[config.mk]
export PLATFORM = sky130hd
export DESIGN_NAME = board_top
export DESIGN_NICKNAME = d
export VERILOG_FILES = /design/src/verilog/board_pkg.sv /design/src/verilog/board_top.sv /design/src/verilog/jtag_overlay_mux.sv /design/src/verilog/round_engine.sv /design/src/verilog/soc_core.sv
export VERILOG_INCLUDE_DIRS = /design/src /design/src/verilog
export SDC_FILE = /design/constraint.sdc
export NUM_CORES = 1
export LEC_CHECK = 0
export ABC_AREA = 1
export BUFFER_PORTS_ARGS = -buffer_cell sky130_fd_sc_hd__buf_2
export CAP_MARGIN = 20
export CORE_UTILIZATION = 46
export CTS_CLUSTER_SIZE = 28
export DETAILED_ROUTE_END_ITERATION = 10
export GPL_TIMING_DRIVEN = 0
export MAX_ROUTING_LAYER = met4
export PLACE_DENSITY = 0.75
export SLEW_MARGIN = 0
export SYNTH_ARGS = -nofsm -noshare
export SYNTH_HDL_FRONTEND = slang
export SYNTH_SLANG_ARGS = --single-unit
[constraint.sdc]
create_clock -name clk_i -period 1.85 [get_ports clk_i]
set_clock_uncertainty 0.05 [all_clocks]
set_input_delay 0.0925 -clock clk_i [delete_from_list [all_inputs] [get_ports clk_i]]
set_output_delay 0.0925 -clock clk_i [all_outputs]
set_load 0.05 [all_outputs]
[src/verilog/board_params.svh]
////////////////////
// Board sizes and fixed pad positions
// JTAG pads must sit above the trigger pad, TDO is the last pad
////////////////////

`ifndef BOARD_PARAMS_SVH
`define BOARD_PARAMS_SVH

// Pad row, 16 GPIOs followed by the JTAG group
`define BOARD_NUM_PADS    21

`define BOARD_TRIGGER_IDX 15  // Software capture trigger
`define BOARD_JTAG_EN_IDX 16  // Strap, high selects JTAG
`define BOARD_TCK_IDX     17
`define BOARD_TMS_IDX     18
`define BOARD_TDI_IDX     19
`define BOARD_TDO_IDX     20

// Register and cipher width
`define BOARD_DW          32

// Cipher rounds per start
`define BOARD_ROUNDS      8

`endif

[src/verilog/board_pkg.sv]
////////////////////
// Register map and cipher FSM encodings shared by the core and the testbench
// Addresses are 3 bits, so the map holds exactly eight registers
////////////////////

package board_pkg;

  ////////////////////
  // Register map
  ////////////////////

  typedef enum logic [2:0] {
    ADDR_GPIO_OUT = 3'd0,  // RW, low pad-count bits used
    ADDR_GPIO_OE  = 3'd1,  // RW, low pad-count bits used
    ADDR_KEY      = 3'd2,  // RW, locked while busy
    ADDR_DATA     = 3'd3,  // RW, locked while busy
    ADDR_CTRL     = 3'd4,  // W, bit 0 starts the cipher
    ADDR_RESULT   = 3'd5,  // RO
    ADDR_GPIO_IN  = 3'd6,  // RO, core-side pad inputs
    ADDR_STATUS   = 3'd7   // RO, bit 0 is idle
  } reg_addr_e;

  ////////////////////
  // Cipher FSM
  ////////////////////

  // DONE counts as idle and marks a valid result
  typedef enum logic [1:0] {
    ST_IDLE = 2'd0,
    ST_RUN  = 2'd1,
    ST_DONE = 2'd2
  } cipher_state_e;

endpackage : board_pkg

[src/verilog/board_top.sv]
////////////////////
// Pads are split into in, out and enable vectors, no tristates
// Trigger pad only toggles while the cipher is busy
////////////////////

`timescale 1ns/10ps

`include "board_params.svh"

module board_top (
  input  logic                       clk_i,
  input  logic                       rst_i,
  // Pads
  input  logic [`BOARD_NUM_PADS-1:0] pad_in_i,
  output logic [`BOARD_NUM_PADS-1:0] pad_out_o,
  output logic [`BOARD_NUM_PADS-1:0] pad_oe_o,
  // Register port
  input  logic                       reg_we_i,
  input  board_pkg::reg_addr_e       reg_addr_i,
  input  logic [`BOARD_DW-1:0]       reg_wdata_i,
  output logic [`BOARD_DW-1:0]       reg_rdata_o,
  // Debug port
  output logic                       jtag_tck_o,
  output logic                       jtag_tms_o,
  output logic                       jtag_tdi_o,
  input  logic                       jtag_tdo_i
);

  logic [`BOARD_NUM_PADS-1:0] core_out;
  logic [`BOARD_NUM_PADS-1:0] core_out_trig;
  logic [`BOARD_NUM_PADS-1:0] core_oe;
  logic [`BOARD_NUM_PADS-1:0] core_in;
  logic                       cipher_idle;

  soc_core u_soc_core (
    .clk_i         ( clk_i       ),
    .rst_i         ( rst_i       ),
    .reg_we_i      ( reg_we_i    ),
    .reg_addr_i    ( reg_addr_i  ),
    .reg_wdata_i   ( reg_wdata_i ),
    .reg_rdata_o   ( reg_rdata_o ),
    .gpio_in_i     ( core_in     ),
    .gpio_out_o    ( core_out    ),
    .gpio_oe_o     ( core_oe     ),
    .cipher_idle_o ( cipher_idle )
  );

  ////////////////////
  // Capture trigger
  ////////////////////

  // Software trigger is qualified by cipher busy for a tight scope window
  always_comb begin
    core_out_trig = core_out;
    core_out_trig[`BOARD_TRIGGER_IDX] = core_out[`BOARD_TRIGGER_IDX] & ~cipher_idle;
  end

  jtag_overlay_mux u_jtag_overlay_mux (
    .jtag_tck_o ( jtag_tck_o    ),
    .jtag_tms_o ( jtag_tms_o    ),
    .jtag_tdi_o ( jtag_tdi_o    ),
    .jtag_tdo_i ( jtag_tdo_i    ),
    .core_out_i ( core_out_trig ),
    .core_oe_i  ( core_oe       ),
    .core_in_o  ( core_in       ),
    .pad_in_i   ( pad_in_i      ),
    .pad_out_o  ( pad_out_o     ),
    .pad_oe_o   ( pad_oe_o      )
  );

endmodule : board_top

[src/verilog/jtag_overlay_mux.sv]
////////////////////
// Purely combinational, strap pad is sampled without synchronizer
// Pads outside the JTAG group always pass straight through
////////////////////

`timescale 1ns/10ps

`include "board_params.svh"

module jtag_overlay_mux (
  // Debug side
  output logic                       jtag_tck_o,
  output logic                       jtag_tms_o,
  output logic                       jtag_tdi_o,
  input  logic                       jtag_tdo_i,
  // Core side
  input  logic [`BOARD_NUM_PADS-1:0] core_out_i,
  input  logic [`BOARD_NUM_PADS-1:0] core_oe_i,
  output logic [`BOARD_NUM_PADS-1:0] core_in_o,
  // Pad side
  input  logic [`BOARD_NUM_PADS-1:0] pad_in_i,
  output logic [`BOARD_NUM_PADS-1:0] pad_out_o,
  output logic [`BOARD_NUM_PADS-1:0] pad_oe_o
);

  // Pads taken over by the overlay
  localparam logic [`BOARD_NUM_PADS-1:0] jtag_mask =
      (`BOARD_NUM_PADS'(1) << `BOARD_TCK_IDX) |
      (`BOARD_NUM_PADS'(1) << `BOARD_TMS_IDX) |
      (`BOARD_NUM_PADS'(1) << `BOARD_TDI_IDX) |
      (`BOARD_NUM_PADS'(1) << `BOARD_TDO_IDX);

  // Core sees TMS high, everything else low
  localparam logic [`BOARD_NUM_PADS-1:0] tie_off = `BOARD_NUM_PADS'(1) << `BOARD_TMS_IDX;

  logic jtag_en;

  assign jtag_en = pad_in_i[`BOARD_JTAG_EN_IDX];

  ////////////////////
  // Debug port
  ////////////////////

  // Rest values when the strap is low
  assign jtag_tck_o = jtag_en ? pad_in_i[`BOARD_TCK_IDX] : 1'b0;
  assign jtag_tms_o = jtag_en ? pad_in_i[`BOARD_TMS_IDX] : 1'b1;
  assign jtag_tdi_o = jtag_en ? pad_in_i[`BOARD_TDI_IDX] : 1'b0;

  ////////////////////
  // Pad overlay
  ////////////////////

  always_comb begin
    core_in_o = pad_in_i;
    pad_out_o = core_out_i;
    pad_oe_o  = core_oe_i;

    if (jtag_en) begin
      // Hide the JTAG pads from the core
      core_in_o = (pad_in_i & ~jtag_mask) | tie_off;

      // TCK, TMS and TDI are inputs only
      pad_oe_o[`BOARD_TCK_IDX] = 1'b0;
      pad_oe_o[`BOARD_TMS_IDX] = 1'b0;
      pad_oe_o[`BOARD_TDI_IDX] = 1'b0;

      pad_out_o[`BOARD_TDO_IDX] = jtag_tdo_i;
      pad_oe_o[`BOARD_TDO_IDX]  = 1'b1;  // Always driven in JTAG mode
    end
  end

endmodule : jtag_overlay_mux

[src/verilog/round_engine.sv]
////////////////////
// Toy rotate-XOR cipher, not cryptographically meaningful
// Key must stay stable while busy, start is ignored while running
////////////////////

`timescale 1ns/10ps

`include "board_params.svh"

module round_engine (
  input  logic                 clk_i,
  input  logic                 rst_i,
  input  logic                 start_i,
  input  logic [`BOARD_DW-1:0] key_i,
  input  logic [`BOARD_DW-1:0] data_i,
  output logic                 idle_o,
  output logic [`BOARD_DW-1:0] result_o
);

  import board_pkg::*;

  localparam int cnt_w = $clog2(`BOARD_ROUNDS);
  localparam logic [cnt_w-1:0] last_round = cnt_w'(`BOARD_ROUNDS - 1);

  cipher_state_e        fsm_q;
  logic [cnt_w-1:0]     round_q;
  logic [`BOARD_DW-1:0] state_q;
  logic [`BOARD_DW-1:0] state_mixed;
  logic [`BOARD_DW-1:0] state_next;
  logic [`BOARD_DW-1:0] result_q;
  logic                 load;

  // One round, XOR with key then rotate left by one
  assign state_mixed = state_q ^ key_i;
  assign state_next  = {state_mixed[`BOARD_DW-2:0], state_mixed[`BOARD_DW-1]};

  assign idle_o   = (fsm_q != ST_RUN);
  assign load     = start_i & idle_o;
  assign result_o = result_q;

  ////////////////////
  // Control
  ////////////////////

  always_ff @(posedge clk_i) begin
    if (rst_i) begin
      fsm_q    <= ST_IDLE;
      round_q  <= '0;
      result_q <= '0;
    end else begin
      case (fsm_q)
        ST_IDLE, ST_DONE: begin
          if (load) begin
            fsm_q   <= ST_RUN;
            round_q <= '0;
          end
        end
        ST_RUN: begin
          round_q <= round_q + 1'b1;
          if (round_q == last_round) begin
            fsm_q    <= ST_DONE;
            result_q <= state_next;  // Final round goes straight to RESULT
          end
        end
        default: fsm_q <= ST_IDLE;
      endcase
    end
  end

  // Working state, loaded on start and stepped once per cycle
  always_ff @(posedge clk_i) begin
    if (load) begin
      state_q <= data_i;
    end else if (fsm_q == ST_RUN) begin
      state_q <= state_next;
    end
  end

endmodule : round_engine

[src/verilog/soc_core.sv]
////////////////////
// Register bank, one write and one combinational read per cycle
// KEY and DATA are write-protected while the cipher runs
////////////////////

`timescale 1ns/10ps

`include "board_params.svh"

module soc_core (
  input  logic                       clk_i,
  input  logic                       rst_i,
  // Register port
  input  logic                       reg_we_i,
  input  board_pkg::reg_addr_e       reg_addr_i,
  input  logic [`BOARD_DW-1:0]       reg_wdata_i,
  output logic [`BOARD_DW-1:0]       reg_rdata_o,
  // GPIO
  input  logic [`BOARD_NUM_PADS-1:0] gpio_in_i,
  output logic [`BOARD_NUM_PADS-1:0] gpio_out_o,
  output logic [`BOARD_NUM_PADS-1:0] gpio_oe_o,
  // Cipher status
  output logic                       cipher_idle_o
);

  import board_pkg::*;

  localparam int pad_gap = `BOARD_DW - `BOARD_NUM_PADS;

  logic [`BOARD_NUM_PADS-1:0] gpio_out_q;
  logic [`BOARD_NUM_PADS-1:0] gpio_oe_q;
  logic [`BOARD_DW-1:0]       key_q;
  logic [`BOARD_DW-1:0]       data_q;
  logic [`BOARD_DW-1:0]       result;
  logic                       cipher_idle;
  logic                       start;

  ////////////////////
  // Write side
  ////////////////////

  // Start pulse lasts exactly the cycle of the CTRL write
  assign start = reg_we_i && (reg_addr_i == ADDR_CTRL) && reg_wdata_i[0];

  always_ff @(posedge clk_i) begin
    if (rst_i) begin
      gpio_out_q <= '0;
      gpio_oe_q  <= '0;
      key_q      <= '0;
      data_q     <= '0;
    end else if (reg_we_i) begin
      case (reg_addr_i)
        ADDR_GPIO_OUT: gpio_out_q <= reg_wdata_i[`BOARD_NUM_PADS-1:0];
        ADDR_GPIO_OE:  gpio_oe_q  <= reg_wdata_i[`BOARD_NUM_PADS-1:0];
        ADDR_KEY: begin
          if (cipher_idle) begin
            key_q <= reg_wdata_i;
          end
        end
        ADDR_DATA: begin
          if (cipher_idle) begin
            data_q <= reg_wdata_i;
          end
        end
        default: ;  // CTRL only pulses, the rest are read only
      endcase
    end
  end

  assign gpio_out_o = gpio_out_q;
  assign gpio_oe_o  = gpio_oe_q;

  ////////////////////
  // Cipher
  ////////////////////

  round_engine u_round_engine (
    .clk_i    ( clk_i       ),
    .rst_i    ( rst_i       ),
    .start_i  ( start       ),
    .key_i    ( key_q       ),
    .data_i   ( data_q      ),
    .idle_o   ( cipher_idle ),
    .result_o ( result      )
  );

  assign cipher_idle_o = cipher_idle;

  // Readback
  always_comb begin
    case (reg_addr_i)
      ADDR_GPIO_OUT: reg_rdata_o = {{pad_gap{1'b0}}, gpio_out_q};
      ADDR_GPIO_OE:  reg_rdata_o = {{pad_gap{1'b0}}, gpio_oe_q};
      ADDR_KEY:      reg_rdata_o = key_q;
      ADDR_DATA:     reg_rdata_o = data_q;
      ADDR_RESULT:   reg_rdata_o = result;
      ADDR_GPIO_IN:  reg_rdata_o = {{pad_gap{1'b0}}, gpio_in_i};
      ADDR_STATUS:   reg_rdata_o = {{(`BOARD_DW-1){1'b0}}, cipher_idle};
      default:       reg_rdata_o = '0;  // CTRL reads as zero
    endcase
  end

endmodule : soc_core
==> impl.org <==
** Status
- Result of the run :: complete, no violations

** Placement
- Number of buffers added on ports :: 132
- Final estimated routing congestion in global placement :: 0.916
- Summing all placed instances gives a cell area of 9340 um^2.
- The wire-length estimate of the detail-placed layout is 18100 um.
- Placement Setup Slack :: -0.187 ns
- Total placed cells including tap cells :: 1483

** Final layout
- At the end of the flow, the number of nets in the layout was 1370.
- Share of layout cells above drive strength 1 :: 20.5%
- Syn-to-layout area delta :: 22.7%
- The repair_antennas step left the layout with diodes totalling 0.
- With fillers left out, the area of the finished cells amounts to 10300 um^2.
- Final Instance Count excl. Fillers :: 1550

** GRT
- Remaining global-route overflow :: 0
- The initial antenna violation count is 0.
- Total global routing track utilization :: 27.9%
- Wire length of the first global-routing pass :: 38500 um
- The number of global-route vias before repair was 7361.
- Largest net degree at the start of global routing :: 33

** Synth
- The synthesized netlist devotes 3.34% of its cell area to XOR and XNOR gates.
- During synthesis, Yosys emitted a total of 0 warnings.
- Multiplexer fraction of the synthesized cell area :: 0%
- In the synthesized netlist, the number of instances is 1122.
- The synthesized design contains 175 register bits.
- Post-synthesis cell type count :: 35
- Main combinational cell family by area after synthesis :: simple AND/OR/NAND/NOR gates
- Each instance of the synthesized netlist takes up on average 7.47 um^2.
- After Yosys synthesis, full adders, half adders and majority gates account for 0.298% of the synthesized area.
- Simple logic cell fraction of the synthesized area :: 22.8%
- The cell area that synthesis handed to floorplanning was 8390 um^2.
- Sequential elements use 45.6% of the synthesized area.
- Summing the areas of all compound-gate instances in the mapped netlist gives 15.4% of the synthesized area.
- The number of nets handed over by synthesis was 1184.

** Timing
- In the finished design, the share of the clock period the worst path needs comes to 96.6%.
- Static timing analysis puts the maximum clock frequency at 559 MHz.
- Final critical-path required period :: 1.79 ns
- In this run the tightest slew margin relative to its limit is 42.0%.
- At the pin with the least slew margin, the transition time is 0.867 ns.
- Setup violations remaining at the end of the flow were counted as 0.
- Unrepaired setup endpoints after global routing :: no
- The final hold violation count was 0.
- The count of final max-slew check failures is 0.
- Setup slack closes at 0.0626 ns.

** Die
- The initialized floorplan defines 49 standard-cell rows.
- For this configuration, the core starts out at a cell density of 46.8%.
- From bottom edge to top edge, the die measures 137 um.
- Core Area :: 17900 um^2
- The floorplan step defined a die boundary enclosing 18800 um^2.
- Width of the chip :: 137 um
- In this run the count of I/O pins placed on the die edge is 137.

** Worst hold path
- The worst hold path begins at reg_addr_i[2].
- Cell count of the worst hold path :: 3
- Hold Crit Class :: input port to flip-flop
- WHS Endpoint :: u_soc_core.u_round_engine.fsm_q[0]

** Routing
- Length of the first detailed-routing pass in iterations :: 5
- In the final routed layout, each cell accounts on average for 16.1 um.
- Final routed DRC violation total :: 0
- The routed layout has 8063 vias.
- For this block, the initial DRC count from the detailed router was 700.
- Dividing the detail-routed via count by the number of cells gives 5.20.
- Count of nets left with antenna violations after detail routing :: 0
- Overall routed net length :: 25000 um

** Pwr
- Static leakage :: 4.45 nW
- Worst-case vdd ir drop :: 0.677 mV
- Part of the power in registers :: 47.2%
- Net switching power :: 2.29 mW
- For this design the ratio of total power to cell area is 835 nW/um^2.
- Net switching fraction of the power :: 26.6%
- Clock Power Share :: 41.3%
- The internal portion of the total power is 6.30 mW.
- Per report_power, the combinational group accounts for 11.5% of the total.
- Overall power :: 8.59 mW

** Setup path
- Kind of capture point of the worst setup path :: primary output
- Setup Crit Path Kind :: input port to primary output
- Data on the critical path arrives at its endpoint at 1.64 ns.
- Startpoint kind of the worst setup timing path :: input port
- R2R Setup Slk :: 0.16 ns
- The startpoint identified for the worst register-to-register timing path is u_soc_core.u_round_engine.round_q[0].
- Endpoint of the worst-slack reg-to-reg timing path :: u_soc_core.u_round_engine.result_o[23]
- Along the worst path, the maximum fanout reaches 10.
- R2R cell count :: 7
- Worst EP required :: 1.71 ns

** Clocking
- Cell at the root of the clock tree :: clkbuf_16
- TritonCTS built the clock tree.
- The clock reaches the later pin of the worst-skew pair after 0.43 ns.
- Counting the buffers created by CTS gives 17.
- Clock tree sinks :: 175
- Clk pin slew, worst setup/hold paths :: 0.07 ns
- In this run the post-CTS setup repair buffer count came out at 0.
- The H-tree generated during clock tree synthesis spans 4 levels.
- The clock passes through at most 2 buffers.

** Job
- Count of maximum capacitance violations :: 0
cell type report:
cell class                 count  area [um^2]
multi-input combinational    747         3520
timing repair buffer         167         1010
clock buffer                  21          514
buffer                       104          688
fill                        1666         7610
inverter                      96          370
clock inverter                11         73.8
tap                          229          287
sequential                   175         3820
power by group through the flow:
stage	logic [mW]	registers [mW]	clock network, mW
floorplan	0.633	4.11	0
global placement	0.902	4.13	0
detailed placement	0.915	4.13	0
CTS	0.975	4.05	3.56
global route	1.07	4.06	3.72
finish	0.990	4.05	3.55
critical path: stages:
cell and delay (ns):
buf_2 0.21, inv_4 0.11, nor3_4 0.32, buf_4 0.29, nand2_1 0.07, nand2_1 0.11
nor2_1 0.06, nand2_1 0.10, buf_2 0.27
synth_stat cells (all sizes together):
cell type	instances	share of area, %
inv	95	4.4
clkinv	1	0.045
or2	1	0.075
a21oi	86	5.1
edfxtp	32	11
dfxtp	143	34
a22oi	1	0.090
xor2	32	3.3
o22ai	13	0.97
nand4	12	0.90
nor2	255	12
nand3b	1	0.090
nand3	30	2.1
clkbuf	30	1.4
nor3	1	0.19
buf	74	6.7
o211ai	11	0.98
nand2	160	7.3
and3	4	0.30
o21ai	138	8.2
ha	2	0.30
stage by stage:
step | hold WS (ns) | TNS (ns) | utilization, %
3_5_place_dp | 0.319 | -6.02 | 52.2
5_1_grt | 0.0795 | 0 | 57.5
2_1_floorplan | 0.171 | 0 | -
4_1_cts | 0.0639 | 0 | 57.4
6_report | 0.0717 | 0 | 57.5
3_3_place_gp | 0.309 | -22.47 | 52.1
how the worst max path moves through the flow:
stage / startpoint / to
after floorplan: reg_addr_i[1] / u_soc_core.u_round_engine.state_q[0]
final: reg_addr_i[0] / reg_rdata_o[10]
after global routing: reg_addr_i[0] / reg_rdata_o[12]
after detailed placement: reg_we_i / u_soc_core.u_round_engine.state_q[7]
after CTS: reg_addr_i[0] / reg_rdata_o[31]
after global placement: reg_we_i / u_soc_core.u_round_engine.state_q[5]
repair_timing:
| item | 4_1_cts | 5_1_grt |
|---|---|---|
| hold endpoints to repair | 108 | 0 |
| cloned | 0 | 0 |
| setup endpoints to repair | 10 | 15 |
| gates resized for setup | 1 | 11 |
| hold buffers | 35 | 0 |
| pin swaps | 0 | 1 |
cell usage in the layout (no fill, tap or decap), types with 8 or more instances in the layout:
| cell type | Yosys | routed |
|---|---|---|
| edfxtp_1 | 32 | 32 |
| nand2_1 | 156 | 155 |
| clkbuf_16 | 0 | 20 |
| o22ai_1 | 13 | 13 |
| buf_6 | 13 | 13 |
| nand4_1 | 12 | 12 |
| inv_2 | 8 | 8 |
| inv_1 | 84 | 84 |
| dlygate4sd3_1 | 0 | 35 |
| clkbuf_1 | 27 | 22 |
| o21ai_0 | 132 | 132 |
| nor2_1 | 250 | 250 |
| clkbuf_2 | 3 | 8 |
| xor2_1 | 32 | 32 |
| buf_4 | 45 | 45 |
| dfxtp_1 | 143 | 143 |
| buf_2 | 15 | 145 |
| a21oi_1 | 86 | 86 |
| nand3_1 | 27 | 27 |
| o211ai_1 | 11 | 11 |
per-layer routing:
metal	vias up	wire length [um]	track usage, %
met5	-	0	-
met4	0	583	9.89
met3	44	1920	3.81
met2	375	11300	43.0
met1	3686	11100	37.5
li1	3958	-	-
cell families (layout without fill, tap and decap cells):
kind of cell	Yosys count	count (layout)
DFF	175	175
adders and majority gates	2	2
buffers and inverters	200	399
AOI/OAI and AO/OA	249	249
and+or+nand+nor	464	464
xor gates and xnor gates	32	32
sequential cells by signal, indices dropped and copies added (netlist names):
register	flops
u_soc_core.u_round_engine.round_q	3
u_soc_core.key_q	32
u_soc_core.gpio_out_o	21
u_soc_core.u_round_engine.state_q	32
u_soc_core.u_round_engine.result_o	32
u_soc_core.data_q	32
u_soc_core.gpio_oe_o	21
u_soc_core.u_round_engine.fsm_q	2
No activity file was read; power rests on OpenSTA's default activity.
